`src/hdl/freq_counter_pkg.sv`:
```
//~~~~~~~~~~~~~~~~~~~~~~~~~~~~~~
// frequency counter widths, register map,
// axi response codes and seven-segment patterns
//~~~~~~~~~~~~~~~~~~~~~~~~~~~~~~
package freq_counter_pkg;

	// edge count and binary result
	localparam int count_width = 24;

	// packed bcd, four bits per digit
	localparam int bcd_digits = 8;
	localparam int bcd_width = bcd_digits * 4;

	// gate length in system clock cycles
	localparam int gate_width = 32;

	// axi4-lite bus widths
	localparam int addr_width = 5;
	localparam int data_width = 32;
	localparam int strb_width = data_width / 8;

	// register byte offsets
	localparam logic [addr_width-1:0] addr_control = 5'h00;
	localparam logic [addr_width-1:0] addr_gate = 5'h04;
	localparam logic [addr_width-1:0] addr_status = 5'h08;
	localparam logic [addr_width-1:0] addr_result = 5'h0c;
	localparam logic [addr_width-1:0] addr_bcd = 5'h10;

	// bresp and rresp codes
	localparam logic [1:0] resp_okay = 2'b00;
	localparam logic [1:0] resp_slverr = 2'b10;

	// segments g down to a, a lit segment is 1
	localparam logic [6:0] segment_table [16] = '{
		7'b0111111, 7'b0000110, 7'b1011011, 7'b1001111,
		7'b1100110, 7'b1101101, 7'b1111101, 7'b0000111,
		7'b1111111, 7'b1101111, 7'b1110111, 7'b1111100,
		7'b0111001, 7'b1011110, 7'b1111001, 7'b1110001
	};

endpackage

```
`src/hdl/gate_timer.sv`:
```
//~~~~~~~~~~~~~~~~~~~~~~~~~~~~~~
// gate timer, repeating measurement
// window and gate-end pulse
//~~~~~~~~~~~~~~~~~~~~~~~~~~~~~~
`timescale 1ns/100ps

module gate_timer import freq_counter_pkg::*; (
	input  logic                  clock,
	input  logic                  reset,
	input  logic                  enable,
	input  logic [gate_width-1:0] gate_cycles,
	output logic                  gate_open,
	output logic                  gate_end
);

	// window flop and cycles left in it
	logic                  window;
	logic [gate_width-1:0] remaining;
	logic                  last_cycle;

	// one cycle left means this is the final cycle of the window
	assign last_cycle = (remaining == gate_width'(1));

	// dropping enable shuts the window in the same cycle
	assign gate_open = window & enable;

	// no gate_end once enable is gone
	assign gate_end = gate_open & last_cycle;

	always_ff @(posedge clock) begin
		if (reset || !enable) begin
			window <= 1'b0;
			remaining <= '0;
		end else if (!window || last_cycle) begin
			// start of a window, or back-to-back restart
			window <= 1'b1;
			// length sampled only here
			remaining <= gate_cycles;
		end else begin
			remaining <= remaining - 1'b1;
		end
	end

endmodule

```
`src/hdl/edge_accumulator.sv`:
```
//~~~~~~~~~~~~~~~~~~~~~~~~~~~~~~
// input synchronizer, rising edge
// counter and end-of-gate latch
//~~~~~~~~~~~~~~~~~~~~~~~~~~~~~~
`timescale 1ns/100ps

module edge_accumulator import freq_counter_pkg::*; (
	input  logic                   clock,
	input  logic                   reset,
	input  logic                   signal_in,
	input  logic                   gate_open,
	input  logic                   gate_end,
	output logic [count_width-1:0] count,
	output logic                   count_valid
);

	// two synchronizer stages, then the edge register
	logic sync_1;
	logic sync_2;
	logic sync_3;
	logic rising;

	// running count for the open window
	logic [count_width-1:0] counter;
	logic [count_width-1:0] counted;

	assign rising = sync_2 & ~sync_3;

	// stick at all ones when full
	assign counted = (rising && counter != '1) ? counter + 1'b1 : counter;

	always_ff @(posedge clock) begin
		if (reset) begin
			sync_1 <= 1'b0;
			sync_2 <= 1'b0;
			sync_3 <= 1'b0;
			counter <= '0;
			count_valid <= 1'b0;
		end else begin
			sync_1 <= signal_in;
			sync_2 <= sync_1;
			sync_3 <= sync_2;
			// result strobe trails gate_end by one cycle
			count_valid <= gate_end;
			// closed window, or last cycle of one, starts from zero
			if (!gate_open || gate_end) begin
				counter <= '0;
			end else begin
				counter <= counted;
			end
		end
	end

	// total includes an edge landing on the last window cycle
	always_ff @(posedge clock) begin
		if (gate_end) begin
			count <= counted;
		end
	end

endmodule

```
`src/hdl/hex_to_bcd.sv`:
```
//~~~~~~~~~~~~~~~~~~~~~~~~~~~~~~
// iterative binary to packed bcd
// converter, double dabble
//~~~~~~~~~~~~~~~~~~~~~~~~~~~~~~
`timescale 1ns/100ps

module hex_to_bcd import freq_counter_pkg::*; (
	input  logic                   clock,
	input  logic                   reset,
	input  logic [count_width-1:0] count,
	input  logic                   count_valid,
	output logic [bcd_width-1:0]   bcd,
	output logic                   bcd_valid
);

	localparam int bit_count_width = $clog2(count_width + 1);

	// conversion state
	logic                       busy;
	logic [bit_count_width-1:0] bits_left;

	// working registers
	logic [count_width-1:0] binary;
	logic [bcd_width-1:0]   bcd_work;
	logic [bcd_width-1:0]   adjusted;
	logic [bcd_width-1:0]   shifted;

	// add 3 to any digit of 5 or more before the shift
	always_comb begin
		adjusted = bcd_work;
		for (int i = 0; i < bcd_digits; i++) begin
			if (bcd_work[4*i +: 4] >= 4'd5) begin
				adjusted[4*i +: 4] = bcd_work[4*i +: 4] + 4'd3;
			end
		end
	end

	// msb of the binary word enters at the bottom
	assign shifted = {adjusted[bcd_width-2:0], binary[count_width-1]};

	always_ff @(posedge clock) begin
		if (reset) begin
			busy <= 1'b0;
			bits_left <= '0;
			bcd_valid <= 1'b0;
		end else begin
			bcd_valid <= 1'b0;
			if (!busy) begin
				// a start while busy is simply not seen
				if (count_valid) begin
					busy <= 1'b1;
					bits_left <= bit_count_width'(count_width);
				end
			end else begin
				bits_left <= bits_left - 1'b1;
				if (bits_left == bit_count_width'(1)) begin
					busy <= 1'b0;
					bcd_valid <= 1'b1;
				end
			end
		end
	end

	// datapath, one bit per busy cycle
	always_ff @(posedge clock) begin
		if (!busy && count_valid) begin
			binary <= count;
			bcd_work <= '0;
		end else if (busy) begin
			binary <= binary << 1;
			bcd_work <= shifted;
			// final shift goes straight to the output
			if (bits_left == bit_count_width'(1)) begin
				bcd <= shifted;
			end
		end
	end

endmodule

```
`src/hdl/segment_display_driver.sv`:
```
//~~~~~~~~~~~~~~~~~~~~~~~~~~~~~~
// eight digit multiplexed
// seven-segment driver
//~~~~~~~~~~~~~~~~~~~~~~~~~~~~~~
`timescale 1ns/100ps

module segment_display_driver import freq_counter_pkg::*; #(
	parameter int digit_dwell = 125_000,
	parameter int decimal_point = 6
) (
	input  logic                  clock,
	input  logic                  reset,
	input  logic [bcd_width-1:0]  bcd,
	input  logic                  bcd_valid,
	output logic [6:0]            segment,
	output logic                  decimal_point_out,
	output logic [bcd_digits-1:0] anode
);

	localparam int dwell_width = $clog2(digit_dwell + 1);
	localparam int index_width = $clog2(bcd_digits);

	// word on display, blank is all zeros
	logic [bcd_width-1:0] shown;

	// scan state
	logic [dwell_width-1:0] dwell;
	logic [index_width-1:0] digit_index;
	logic                   dwell_done;
	logic [3:0]             digit;

	assign dwell_done = (dwell == dwell_width'(digit_dwell - 1));

	always_ff @(posedge clock) begin
		if (reset) begin
			shown <= '0;
			dwell <= '0;
			digit_index <= '0;
			// digit 0 lit first
			anode <= bcd_digits'(1);
		end else begin
			// new value picked up straight away, mid-scan
			if (bcd_valid) begin
				shown <= bcd;
			end
			if (dwell_done) begin
				dwell <= '0;
				// index wraps from 7 back to 0 by itself
				digit_index <= digit_index + 1'b1;
				anode <= {anode[bcd_digits-2:0], anode[bcd_digits-1]};
			end else begin
				dwell <= dwell + 1'b1;
			end
		end
	end

	// nybble for the lit digit
	assign digit = shown[4*digit_index +: 4];

	// pattern lookup
	assign segment = segment_table[digit];

	// point follows the anode of its digit
	assign decimal_point_out = anode[decimal_point];

endmodule

```
`src/hdl/axi_lite_regs.sv`:
```
//~~~~~~~~~~~~~~~~~~~~~~~~~~~~~~
// axi4-lite register slave, control,
// gate length, status and results
//~~~~~~~~~~~~~~~~~~~~~~~~~~~~~~
`timescale 1ns/100ps

module axi_lite_regs import freq_counter_pkg::*; #(
	parameter int default_gate = 125_000_000
) (
	input  logic                   clock,
	input  logic                   reset,
	input  logic [addr_width-1:0]  awaddr,
	input  logic                   awvalid,
	output logic                   awready,
	input  logic [data_width-1:0]  wdata,
	input  logic [strb_width-1:0]  wstrb,
	input  logic                   wvalid,
	output logic                   wready,
	output logic [1:0]             bresp,
	output logic                   bvalid,
	input  logic                   bready,
	input  logic [addr_width-1:0]  araddr,
	input  logic                   arvalid,
	output logic                   arready,
	output logic [data_width-1:0]  rdata,
	output logic [1:0]             rresp,
	output logic                   rvalid,
	input  logic                   rready,
	input  logic [count_width-1:0] count,
	input  logic                   count_valid,
	input  logic [bcd_width-1:0]   bcd,
	input  logic                   bcd_valid,
	output logic                   enable,
	output logic [gate_width-1:0]  gate_cycles
);

	// result path
	logic [count_width-1:0] pending_count;
	logic [count_width-1:0] result;
	logic [bcd_width-1:0]   bcd_result;
	logic                   new_result;

	// decode
	logic [gate_width-1:0] gate_merged;
	logic [gate_width-1:0] gate_limited;
	logic [data_width-1:0] read_word;
	logic [1:0]            read_resp;
	logic [1:0]            write_resp;

	// byte lanes of the gate register
	always_comb begin
		for (int i = 0; i < strb_width; i++) begin
			gate_merged[8*i +: 8] = wstrb[i] ? wdata[8*i +: 8] : gate_cycles[8*i +: 8];
		end
	end

	// floor of 2 cycles
	assign gate_limited = (gate_merged < gate_width'(2)) ? gate_width'(2) : gate_merged;

	// read-only registers still answer okay on write
	always_comb begin
		case (awaddr)
			addr_control, addr_gate, addr_status, addr_result, addr_bcd: write_resp = resp_okay;
			default: write_resp = resp_slverr;
		endcase
	end

	always_comb begin
		read_word = '0;
		read_resp = resp_okay;
		case (araddr)
			addr_control: read_word = data_width'(enable);
			addr_gate: read_word = data_width'(gate_cycles);
			addr_status: read_word = data_width'(new_result);
			addr_result: read_word = data_width'(result);
			addr_bcd: read_word = data_width'(bcd_result);
			default: read_resp = resp_slverr;
		endcase
	end

	always_ff @(posedge clock) begin
		if (reset) begin
			awready <= 1'b0;
			wready <= 1'b0;
			bvalid <= 1'b0;
			arready <= 1'b0;
			rvalid <= 1'b0;
			enable <= 1'b0;
			gate_cycles <= gate_width'(default_gate);
			result <= '0;
			bcd_result <= '0;
			new_result <= 1'b0;
		end else begin
			// address and data together, and nothing held in b
			awready <= awvalid && wvalid && !awready && !bvalid;
			wready <= awvalid && wvalid && !awready && !bvalid;
			arready <= arvalid && !arready && !rvalid;
			// awready high is the handshake cycle
			if (awready) begin
				bvalid <= 1'b1;
				if (awaddr == addr_control && wstrb[0]) begin
					enable <= wdata[0];
				end
				if (awaddr == addr_gate) begin
					gate_cycles <= gate_limited;
				end
			end else if (bvalid && bready) begin
				bvalid <= 1'b0;
			end
			if (arready) begin
				rvalid <= 1'b1;
			end else if (rvalid && rready) begin
				rvalid <= 1'b0;
			end
			// publish the pair, a fresh result beats a clearing read
			if (bcd_valid) begin
				result <= pending_count;
				bcd_result <= bcd;
				new_result <= 1'b1;
			end else if (arready && araddr == addr_result) begin
				new_result <= 1'b0;
			end
		end
	end

	// response payloads, held steady while valid waits
	always_ff @(posedge clock) begin
		if (awready) begin
			bresp <= write_resp;
		end
		if (arready) begin
			rdata <= read_word;
			rresp <= read_resp;
		end
		// binary count waits here for its bcd twin
		if (count_valid) begin
			pending_count <= count;
		end
	end

endmodule

```
`src/hdl/freq_counter_top.sv`:
```
//~~~~~~~~~~~~~~~~~~~~~~~~~~~~~~
// frequency counter top level
//~~~~~~~~~~~~~~~~~~~~~~~~~~~~~~
`timescale 1ns/100ps

module freq_counter_top import freq_counter_pkg::*; #(
	// one second at 125 MHz, so the count reads in hertz
	parameter int default_gate = 125_000_000,
	// 1 ms per digit
	parameter int digit_dwell = 125_000,
	parameter int decimal_point = 6
) (
	input  logic                  clock,
	input  logic                  reset,
	input  logic                  signal_in,
	input  logic [addr_width-1:0] awaddr,
	input  logic                  awvalid,
	output logic                  awready,
	input  logic [data_width-1:0] wdata,
	input  logic [strb_width-1:0] wstrb,
	input  logic                  wvalid,
	output logic                  wready,
	output logic [1:0]            bresp,
	output logic                  bvalid,
	input  logic                  bready,
	input  logic [addr_width-1:0] araddr,
	input  logic                  arvalid,
	output logic                  arready,
	output logic [data_width-1:0] rdata,
	output logic [1:0]            rresp,
	output logic                  rvalid,
	input  logic                  rready,
	output logic [6:0]            segment,
	output logic                  decimal_point_out,
	output logic [bcd_digits-1:0] anode
);

	// control from the register block
	logic                  enable;
	logic [gate_width-1:0] gate_cycles;

	// gate window
	logic gate_open;
	logic gate_end;

	// results
	logic [count_width-1:0] count;
	logic                   count_valid;
	logic [bcd_width-1:0]   bcd;
	logic                   bcd_valid;

	gate_timer i_gate_timer (
		.clock(clock), .reset(reset), .enable(enable), .gate_cycles(gate_cycles),
		.gate_open(gate_open), .gate_end(gate_end)
	);

	edge_accumulator i_edge_accumulator (
		.clock(clock), .reset(reset), .signal_in(signal_in), .gate_open(gate_open),
		.gate_end(gate_end), .count(count), .count_valid(count_valid)
	);

	hex_to_bcd i_hex_to_bcd (
		.clock(clock), .reset(reset), .count(count), .count_valid(count_valid),
		.bcd(bcd), .bcd_valid(bcd_valid)
	);

	segment_display_driver #(
		.digit_dwell(digit_dwell), .decimal_point(decimal_point)
	) i_segment_display_driver (
		.clock(clock), .reset(reset), .bcd(bcd), .bcd_valid(bcd_valid),
		.segment(segment), .decimal_point_out(decimal_point_out), .anode(anode)
	);

	axi_lite_regs #(
		.default_gate(default_gate)
	) i_axi_lite_regs (
		.clock(clock), .reset(reset),
		.awaddr(awaddr), .awvalid(awvalid), .awready(awready),
		.wdata(wdata), .wstrb(wstrb), .wvalid(wvalid), .wready(wready),
		.bresp(bresp), .bvalid(bvalid), .bready(bready),
		.araddr(araddr), .arvalid(arvalid), .arready(arready),
		.rdata(rdata), .rresp(rresp), .rvalid(rvalid), .rready(rready),
		.count(count), .count_valid(count_valid), .bcd(bcd), .bcd_valid(bcd_valid),
		.enable(enable), .gate_cycles(gate_cycles)
	);

endmodule

```
`config.mk`:
```
export PLATFORM = sky130hd
export DESIGN_NAME = freq_counter_top
export DESIGN_NICKNAME = d
export VERILOG_FILES = /design/src/hdl/freq_counter_pkg.sv /design/src/hdl/gate_timer.sv /design/src/hdl/edge_accumulator.sv /design/src/hdl/hex_to_bcd.sv /design/src/hdl/segment_display_driver.sv /design/src/hdl/axi_lite_regs.sv /design/src/hdl/freq_counter_top.sv
export SDC_FILE = /design/constraint.sdc
export NUM_CORES = 1
export LEC_CHECK = 0
export BUFFER_PORTS_ARGS = -buffer_cell sky130_fd_sc_hd__buf_4
export CAP_MARGIN = 20
export CORE_UTILIZATION = 47
export DETAILED_ROUTE_END_ITERATION = 8
export HOLD_SLACK_MARGIN = 0.03
export MAX_ROUTING_LAYER = met4
export PLACE_DENSITY_LB_ADDON = 0.3
export SYNTH_ARGS = -nofsm -noshare
export SYNTH_HDL_FRONTEND = slang
export SYNTH_SLANG_ARGS = --single-unit
```
`constraint.sdc`:
```
create_clock -name clock -period 3.58 [get_ports clock]
set_input_delay 0.358 -clock clock [delete_from_list [all_inputs] [get_ports clock]]
set_output_delay 0.358 -clock clock [all_outputs]
set_load 0.02 [all_outputs]
```
==> impl_results.md, run 1 <==
* Pwr/cell area at 475.8 nW/µm²
* Ports at 111
* Buffers inserted by post-CTS timing repair at 0
* Max Cap Violations at 0
* Largest net degree at the start of global routing at 63
* Die Height at 182.9 µm
* Dpl hpwl at 25.05 mm
* Residual DRC count at 0
* Worst hold path type: in2reg
* Die ar. at 33,450 µm²
* Critical Path Source Type: flop
* Critical path's slowest cell: mux4_2
* CP required at 3220 ps
* CTS Buf Count at 39
* Post-route setup TNS at 0 ps
* Filler instances at 2,688
* CP Class: reg2out
* Worst slew pin tran at 956.4 ps
* Critical Path AT at 3030 ps
* Vias in the first global route at 10,690
* Die W at 182.9 µm
* Wire length per cell at 17.96 µm
* EDFF count, synth at 138
* Warnings, synthesis at 0
* Via/cell ratio at 5.511
* Post-synth cell types at 66
* Total number of vias at 10,930
* Pins Over Slew Limit at 0
* Max_slew headroom at 0.3624
* H-tree levels at 2
* Top Family by Delay on Critical Path: multiplexers
* Syn Inst Count at 1,423
* Achievable Freq at 295.0 MHz
* Buf/Inv on CP at 4
* Antenna Nets Post-Route at 0
* Row count at 65
* Nets at 1,603
* Largest stage delay on the critical path at 550 ps
* Remaining global-route overflow at 0
* Initial DRC count at 820
* Worst skew pair latency at 520 ps
* Final setup fails at 0
* Leakage at 6.754 nW
* Asr flop ratio synth at 0
* CP endpoint kind: primary output
* Final min period at 3389 ps
* Finished Layout Cells at 1,983
* Final RePlAce weighted congestion at 0.8629
* Multi-input gate area in the final layout at 6301 µm²
* Dpl cells at 1,913
* Clock Path Buffers at 3
* Top FF cell, synth: dfxtp_1
* Register Area at 8593 µm²
* Crit-path cells: buf_4 -> mux4_2 -> mux2i_4 -> inv_1 -> ha_1 -> mux4_2 -> inv_1 -> buf_4
* Diode count at 0
* Worst vdd ir at 0.3855 mV
* CTS root buf: clkbuf_16
* Maximum fanout along the worst path at 8
* CTS Sinks at 360
* Port bufs at 108
* CORE AREA at 31,880 µm²
* First-pass iteration count of the detailed router at 8
* Final Cycle Share at 0.9467
* Unrepaired setup endpoints after global routing: no
* Global-route wire length before repair at 57.08 mm
* Syn Area/Cell at 10.81 µm²
* Clk slew on worst S/H paths at 60 ps
* CTS tree: built
* Ratio of cells with drive above 1 in the final layout at 0.1609
* Status: finished, final reports clean
* FF+latch count, synth at 360
* Final Hold Fails at 0
* Initial Util at 0.4824
* GRT Util Overall at 0.2217
* Clk_skew at 25.69 ps
* Syn Std Cell Area at 15,380 µm²
* Drt total wl at 35.61 mm
* Sequential fraction of the synthesis area at 0.5584
* Initial antenna violation count at 0
* Area growth syn-to-layout at 16.25%
[worst reg2reg max path, stage by stage, from the launching register on]
cell	delay [ps]
dfxtp_1	400
ha_1	160
or4b_2	590
nor4_1	490
a41oi_4	440
buf_4	410
o21ai_0	220
a21oi_1	60
[metrics by stage]
stage	worst slack (ps)	hold WS (ps)	utilization	cell area (µm²)	power, mW
6_report	190.6	54.71	0.5608	17880	8.507
5_1_grt	13.83	66.56	0.5608	17880	8.792
4_1_cts	39.63	39.31	0.5604	17870	8.603
3_5_place_dp	443.2	428.9	0.5221	16640	4.761
3_3_place_gp	506.9	429.2	0.5221	16640	4.746
2_1_floorplan	644.3	413.8	-	15380	4.624
[worst paths after layout]
| path | from | to | slack (ps) | cells after the start |
|---|---|---|---|---|
| worst max-delay path | i_segment_display_driver.digit_index[0]$_SDFFE_PP0P_ | segment[3] | 190 | 8 |
| worst min-delay path | signal_in | i_edge_accumulator.sync_1$_SDFF_PP0_ | 50 | 2 |
| worst max register to register | i_gate_timer.remaining[0]$_SDFF_PP0_ | i_gate_timer.remaining[15]$_SDFF_PP0_ | 700 | 7 |
| worst min register to register | i_edge_accumulator.count[16]$_DFFE_PP_ | i_axi_lite_regs.pending_count[16]$_DFFE_PP_ | 440 | 0 |
[flip-flops by register name (all words and copies together), names as in the netlist, 32 cells and up]
name                            cells
i_axi_lite_regs.gate_cycles        32
i_axi_lite_regs.rdata              32
i_gate_timer.remaining             32
i_hex_to_bcd.bcd                   32
i_hex_to_bcd.bcd_work              32
i_segment_display_driver.shown     32
[area by class of cell]
class / count / share of cell area
Tap cell: 435 / 0.03044
Clock buffer: 52 / 0.05787
Clock inverter: 18 / 0.01036
Multi-Input combinational cell: 928 / 0.3524
Inverter: 58 / 0.01218
Timing Repair Buffer: 132 / 0.05612
Sequential cell: 360 / 0.4806
[logic make-up (layout without fill, tap and decap cells)]
family,after synthesis,count (layout),synth area share
compound gates,223,223,0.09868
xor+xnor,65,65,0.03702
fa+ha+maj,30,30,0.02441
buf+inv,136,260,0.03547
flops,360,360,0.5584
mux,117,117,0.08583
other cells,1,2,0.0002438
simple gates,491,491,0.1599
[cell usage after synthesis (11+ instances only)]
cell type | number | area [µm²]
o21ai_0 | 46 | 230.2
a211o_1 | 14 | 122.6
o31ai_1 | 22 | 165.2
mux2i_1 | 81 | 810.8
xor2_1 | 28 | 245.2
a22o_1 | 17 | 148.9
a211oi_1 | 17 | 127.6
nand2b_1 | 27 | 168.9
nor2b_1 | 21 | 131.4
a222oi_1 | 23 | 230.2
clkbuf_1 | 55 | 206.5
ha_1 | 30 | 375.4
dfxtp_1 | 222 | 4444
nand3_1 | 35 | 175.2
mux2_2 | 26 | 292.8
edfxtp_1 | 138 | 4144
nor2_1 | 142 | 533.0
xnor2_1 | 37 | 324.1
nand4_1 | 15 | 93.84
nor3_1 | 28 | 140.1
and3_1 | 23 | 143.9
nor4_1 | 24 | 150.1
inv_1 | 58 | 217.7
or4_1 | 11 | 82.58
nand2_1 | 117 | 439.2
a21oi_1 | 65 | 325.3
[where the power goes]
group | total (mW) | internal, mW | switching [mW]
Sequential | 4.34 | 4.29 | 0.0467
Combinational | 0.333 | 0.142 | 0.191
Clock | 3.83 | 2.26 | 1.57
[cell usage in the layout (no fill, tap or decap), types with 4 or more instances in the layout]
master     instances
nand3_1           35
mux2i_1           79
o31ai_1           22
a22o_1            17
xor2_1            28
mux4_2             9
dfxtp_1          218
edfxtp_1         138
a311oi_1           4
nand2b_1          27
nor2b_1           20
clkbuf_1          12
and2_1             7
ha_1              30
clkinv_2           8
a222oi_1          23
a211oi_1          17
nor2_1           141
mux2_2            26
clkbuf_16         39
buf_4            131
and4_1             6
nand2_1          117
o21ai_0           46
or4_1             11
inv_1             58
a21oi_1           65
dfxtp_2            4
or3_1             10
a211o_1           14
nor3_1            28
nand4_1           15
xnor2_1           37
and3_1            23
nor4_1            23
[per-layer routing]
layer  global-route usage  wire (µm)  vias to the layer above
li1                     -          -                     5335
met1               0.2930      16330                     5263
met2               0.3554      16770                      275
met3              0.03157       1710                       55
met4              0.06533        796                        0
met5                    -          0                        -
[timing repair]
item | in CTS | in global routing
endpoints found under the setup margin | 1 | 1
resized for setup | 1 | 2
hold buffers | 0 | 0
(Power assumes the default switching activity.)
==> run 2: changes to the inputs <==
- REMOVE_ABC_BUFFERS: not set -> 1
==> run 2 against run 1 <==
Against the previous run: clock skew is 11 ps lower; via count is 1.7% higher; setup slack better by 45 ps; register-to-register slack hardly changed; clock-buffer cell count stayed put; cell area is 0.15% lower; critical path type unchanged; largest cell class unchanged; largest power group unchanged.
==> impl_results.md, run 2 (same netlist as run 1, synthesis figures left out) <==
* Wire length per cell at 18.29 µm
* Critical Path AT at 2990 ps
* Global-route wire length before repair at 57.10 mm
* Hold path cells at 3
* Ports at 111
* Vias in the first global route at 10,720
* Diode count at 0
* Critical Path Source Type: flop
* Gr busiest metal: met2
* Initial Util at 0.4824
* Via/cell ratio at 5.601
* Pwr/cell area at 474.7 nW/µm²
* Port bufs at 108
* Final setup fails at 0
* Maximum fanout along the worst path at 10
* Worst hold path type: in2reg
* Drt total wl at 36.28 mm
* Max Cap Violations at 0
* CTS Buf Count at 39
* Final Cycle Share at 0.9341
* Worst vdd ir at 0.3390 mV
* CTS root buf: clkbuf_16
* CTS Sinks at 360
* R2R cell count at 6
* Nets at 1,602
* Die ar. at 33,450 µm²
* GRT Util Overall at 0.2242
* Commonest non-fill, non-tap cell in the layout: dfxtp_1
* CP endpoint kind: primary output
* Unrepaired setup endpoints after global routing: no
* Initial DRC count at 845
* Met2 Use GR at 0.3724
* Max_slew headroom at 0.2872
* Placement Cell Area at 16,620 µm²
* Worst slew pin tran at 1069 ps
* Achievable Freq at 299.0 MHz
* Total number of vias at 11,110
* First-pass iteration count of the detailed router at 9
* Crit-path cells: mux4_2 -> mux2i_2 -> inv_1 -> ha_1 -> mux4_2 -> inv_1 -> buf_4
* CP Class: reg2out
* CP required at 3220 ps
* Largest stage delay on the critical path at 530 ps
* Largest net degree at the start of global routing at 66
* Met1 Resource Use GR at 0.2808
* Met3 Use GR at 0.03078
* Residual DRC count at 0
* Final min period at 3344 ps
* Remaining global-route overflow at 0
* Dpl hpwl at 25.40 mm
* Fin area at 17,850 µm²
* Buffers inserted by post-CTS timing repair at 0
* Leakage at 6.750 nW
* Clk slew on worst S/H paths at 60 ps
* CORE AREA at 31,880 µm²
* Status: finished, final reports clean
* Row count at 65
* Final Hold Fails at 0
* Clk_skew at 15.09 ps
* Pins Over Slew Limit at 0
* Final Total Pwr at 8.474 mW
* Antenna Nets Post-Route at 0
* Die Height at 182.9 µm
* CTS tree: built
* H-tree levels at 2
* Final RePlAce weighted congestion at 0.8890
* Critical path's slowest cell: mux4_2
* Area growth syn-to-layout at 16.08%
* Initial antenna violation count at 0
* Clock Path Buffers at 3
* Commonest non-fill, non-tap cells in the layout: dfxtp_1 (217), nor2_1 (141), edfxtp_1 (138)
* Worst skew pair latency at 530 ps
* Ratio of cells with drive above 1 in the final layout at 0.1588
* Die W at 182.9 µm
run 2: cell types whose count changed in the layout (fill, tap and decap cells not counted), sizes merged:
cell / delta
clkinv: +8
clkinvlp: -3
buf: -2
bufinv: -2
dlygate4sd3: +1
inv: -1
run 2: path summary, 6_finish.rpt:
| path | from | slack, ps | endpoint |
|---|---|---|---|
| max reg2reg | i_gate_timer.remaining[24]$_SDFF_PP0_ | 710 | i_gate_timer.remaining[19]$_SDFF_PP0_ |
| min reg2reg | i_edge_accumulator.count[22]$_DFFE_PP_ | 440 | i_axi_lite_regs.pending_count[22]$_DFFE_PP_ |
| min | wvalid | 70 | i_axi_lite_regs.awready$_SDFF_PP0_ |
| max | i_segment_display_driver.digit_index[0]$_SDFFE_PP0P_ | 240 | segment[3] |
run 2: metal layers:
layer  part of all wire  up-vias
met3              0.059       74
met1               0.43     5354
met2               0.48      342
li1                   -     5342
met5                  0        -
met4              0.032        0
run 2: what timing repair did:
action | in CTS | in global routing
endpoints found under the setup margin | 4 | 1
hold endpoints to repair | 1 | 0
hold buffers | 1 | 0
gates resized for setup | 3 | 1
run 2: through the flow:
stage / std cells / setup slack, ps / TNS (ps) / util / hold slack [ps]
final: 1984 / 236.1 / 0 / 0.5600 / 71.12
after global routing: 1984 / 89.76 / 0 / 0.5600 / 59.66
after CTS: 1984 / 107.0 / 0 / 0.5599 / 58.69
after detailed placement: 1911 / 327.6 / 0 / 0.5213 / 429.4
after global placement: 1911 / 468.5 / 0 / 0.5213 / 425.0
after floorplan: 1346 / -1127 / -42620 / - / 413.8
run 2: layout make-up:
type	count	area, µm²
clock inverters	20	157.7
flip-flops and latches	360	8600
repair buffers	131	985.9
well taps	435	544.3
multi-input cells	928	6292
fillers	2775	14030
inverters	58	217.7
clock buffers	52	1055
run 2: where the power goes:
group	switching [mW]	internal (mW)
logic	0.192	0.143
clock network	1.63	2.17
registers	0.0503	4.29
run 2: worst max-delay path: cells and delay by family, from the launching register on:
| kind | cells | cell delay, ps |
|---|---|---|
| flip-flops | 1 | 450 |
| adder cells (fa/ha/maj) | 1 | 290 |
| buffers and inverters | 3 | 350 |
| multiplexers | 3 | 1350 |
==> run 3: changes to the inputs <==
- CORE_UTILIZATION: 47 -> 54
- REMOVE_ABC_BUFFERS: 1 -> not set
- clock period: 3.58 -> 2.8 ns (I/O delays scaled with it)
==> run 3 against run 2 <==
Against the previous run: the run now ends with setup timing left; global-route usage increased by 2.8 points; utilization grew 9.0 points; cell area rose by 1.7%; register-to-register slack got worse by 330 ps; worst hold slack lost 30 ps; clock-buffer cell count up 3; setup slack got worse by 460 ps; largest cell class unchanged.
==> impl_results.md, run 3 (same netlist as run 1, synthesis figures left out) <==
* Residual DRC count at 0
* Dpl hpwl at 24.63 mm
* Final WS setup at -226.1 ps
* Die ar. at 29,160 µm²
* Largest stage delay on the critical path at 580 ps
* Pins Over Slew Limit at 0
* Initial DRC count at 948
* Final Util at 0.6497
* Final Hold Fails at 0
* Wire length per cell at 18.36 µm
* Ports at 111
* Ratio of cells with drive above 1 in the final layout at 0.1814
* Diode count at 0
* Max Cap Violations at 0
* Filler instances at 2,145
* Hold path cells at 2
* Drt total wl at 35.89 mm
* Pwr/cell area at 580.8 nW/µm²
* Critical Path Source Type: flop
* CORE AREA at 27,930 µm²
* Critical Path Most Common Cell: buf_6
* GRT Util Overall at 0.2522
* Crit-path cells: mux4_2 -> mux2i_4 -> buf_6 -> buf_6 -> ha_4 -> buf_6 -> mux2i_1 -> nor2_1 -> a21oi_1 -> buf_4
* Critical path's slowest cell: mux4_2
* Register Area at 8598 µm²
* Clk_skew at 20.77 ps
* CTS root buf: clkbuf_16
* Final Cycle Share at 1.081
* Final RePlAce weighted congestion at 0.9427
* Leakage at 6.873 nW
* Multi-input gate area in the final layout at 6437 µm²
* First-pass iteration count of the detailed router at 6
* Failing checks: setup timing
* Row count at 61
* Status: finished with violations
* Global-route wire length before repair at 55.60 mm
* Die W at 170.8 µm
* H-tree levels at 2
* Achievable Freq at 330.5 MHz
* Max_slew headroom at 0.5844
* CP Class: reg2out
* Final min period at 3026 ps
* Commonest non-fill, non-tap cell in the layout: dfxtp_1
* Initial Util at 0.5506
* Maximum fanout along the worst path at 7
* CTS Sinks at 360
* Initial antenna violation count at 0
* Die Height at 170.8 µm
* Worst hold path type: in2reg
* Antenna Nets Post-Route at 0
* Worst slew pin tran at 623.4 ps
* Vias in the first global route at 10,420
* Critical Path AT at 2750 ps
* CTS Buf Count at 37
* Total number of vias at 11,220
* Area growth syn-to-layout at 18.00%
* Remaining global-route overflow at 0
* Clk slew on worst S/H paths at 60 ps
* Worst skew pair latency at 520 ps
* Via/cell ratio at 5.737
* Worst vdd ir at 0.3909 mV
* Unrepaired setup endpoints after global routing: yes
* Nets at 1,634
* CP required at 2520 ps
* Final setup fails at 7
* CTS tree: built
* Final Total Pwr at 10.54 mW
* R2R cell count at 5
* Largest net degree at the start of global routing at 56
* Port bufs at 108
* CP endpoint kind: primary output
* Clock Path Buffers at 3
* Commonest non-fill, non-tap cells in the layout: dfxtp_1 (216), buf_4 (146), nor2_1 (141)
==> run 3: cell types whose count changed in the layout (fill, tap and decap cells not counted), moves of 4 or more <==
| cell | previous run | this run |
|---|---|---|
| ha_4 | 0 | 7 |
| buf_6 | 0 | 11 |
| inv_2 | 0 | 4 |
| inv_1 | 58 | 54 |
| clkbuf_1 | 10 | 16 |
| clkinv_2 | 8 | 2 |
| ha_1 | 30 | 23 |
| buf_4 | 130 | 146 |
==> run 3: critical path: cells and delay by family (launching register included) <==
family | cells | cell delay (ps)
DFF | 1 | 430
buffers and inverters | 4 | 530
muxes | 3 | 850
and+or+nand+nor | 1 | 170
adders and majority gates | 1 | 140
AOI/OAI and AO/OA | 1 | 80
==> run 3: layout make-up <==
cell class / instances / area share
multi-input cells: 928 / 0.3547
clock buffers: 55 / 0.05584
flip-flops and latches: 360 / 0.4738
inverters: 58 / 0.01200
clock inverters: 11 / 0.004619
repair buffers: 165 / 0.07301
well taps: 378 / 0.02606
==> run 3: through the flow <==
step | worst slack, ps | cells | hold WS (ps) | area, µm² | setup TNS (ps)
5_1_grt | -297.7 | 1955 | 31.49 | 18150 | -1311
3_3_place_gp | -18.59 | 1869 | 424.8 | 16690 | -18.59
4_1_cts | -150.1 | 1947 | 31.37 | 18020 | -696.3
6_report | -226.1 | 1955 | 40.88 | 18150 | -911.3
3_5_place_dp | -24.81 | 1869 | 432.4 | 16690 | -24.81
2_1_floorplan | 121.3 | 1424 | 399.4 | 15390 | 0
==> run 3: metal layers <==
metal,track usage,up-vias,wire (µm)
met5,-,-,0
met3,0.03123,59,1997
met4,0.07795,0,886
met1,0.3341,5411,16050
met2,0.4048,341,16960
li1,-,5404,-
==> run 3: what timing repair did <==
action | in CTS | in global routing
hold endpoints to repair | 3 | 0
pin swaps | 4 | 2
endpoints found under the setup margin | 7 | 7
gates cloned | 0 | 1
hold buffers | 4 | 0
setup buffers | 8 | 7
gates resized for setup | 28 | 15
==> run 3: final timing paths <==
check                                                        from                                           to  slack, ps
max reg2reg                  i_gate_timer.remaining[6]$_SDFF_PP0_       i_edge_accumulator.count[10]$_DFFE_PP_        380
min reg2reg                i_edge_accumulator.count[15]$_DFFE_PP_  i_axi_lite_regs.pending_count[15]$_DFFE_PP_        420
min                                                       arvalid           i_axi_lite_regs.arready$_SDFF_PP0_         40
max          i_segment_display_driver.digit_index[0]$_SDFFE_PP0P_                                   segment[5]       -230
==> run 3: power by group <==
part           leakage [nW]  switching (mW)  internal, mW
combinational          3.33           0.261         0.187
clock                 0.528            1.96          2.60
sequential             3.02          0.0480          5.49
total                  6.87            2.26          8.28
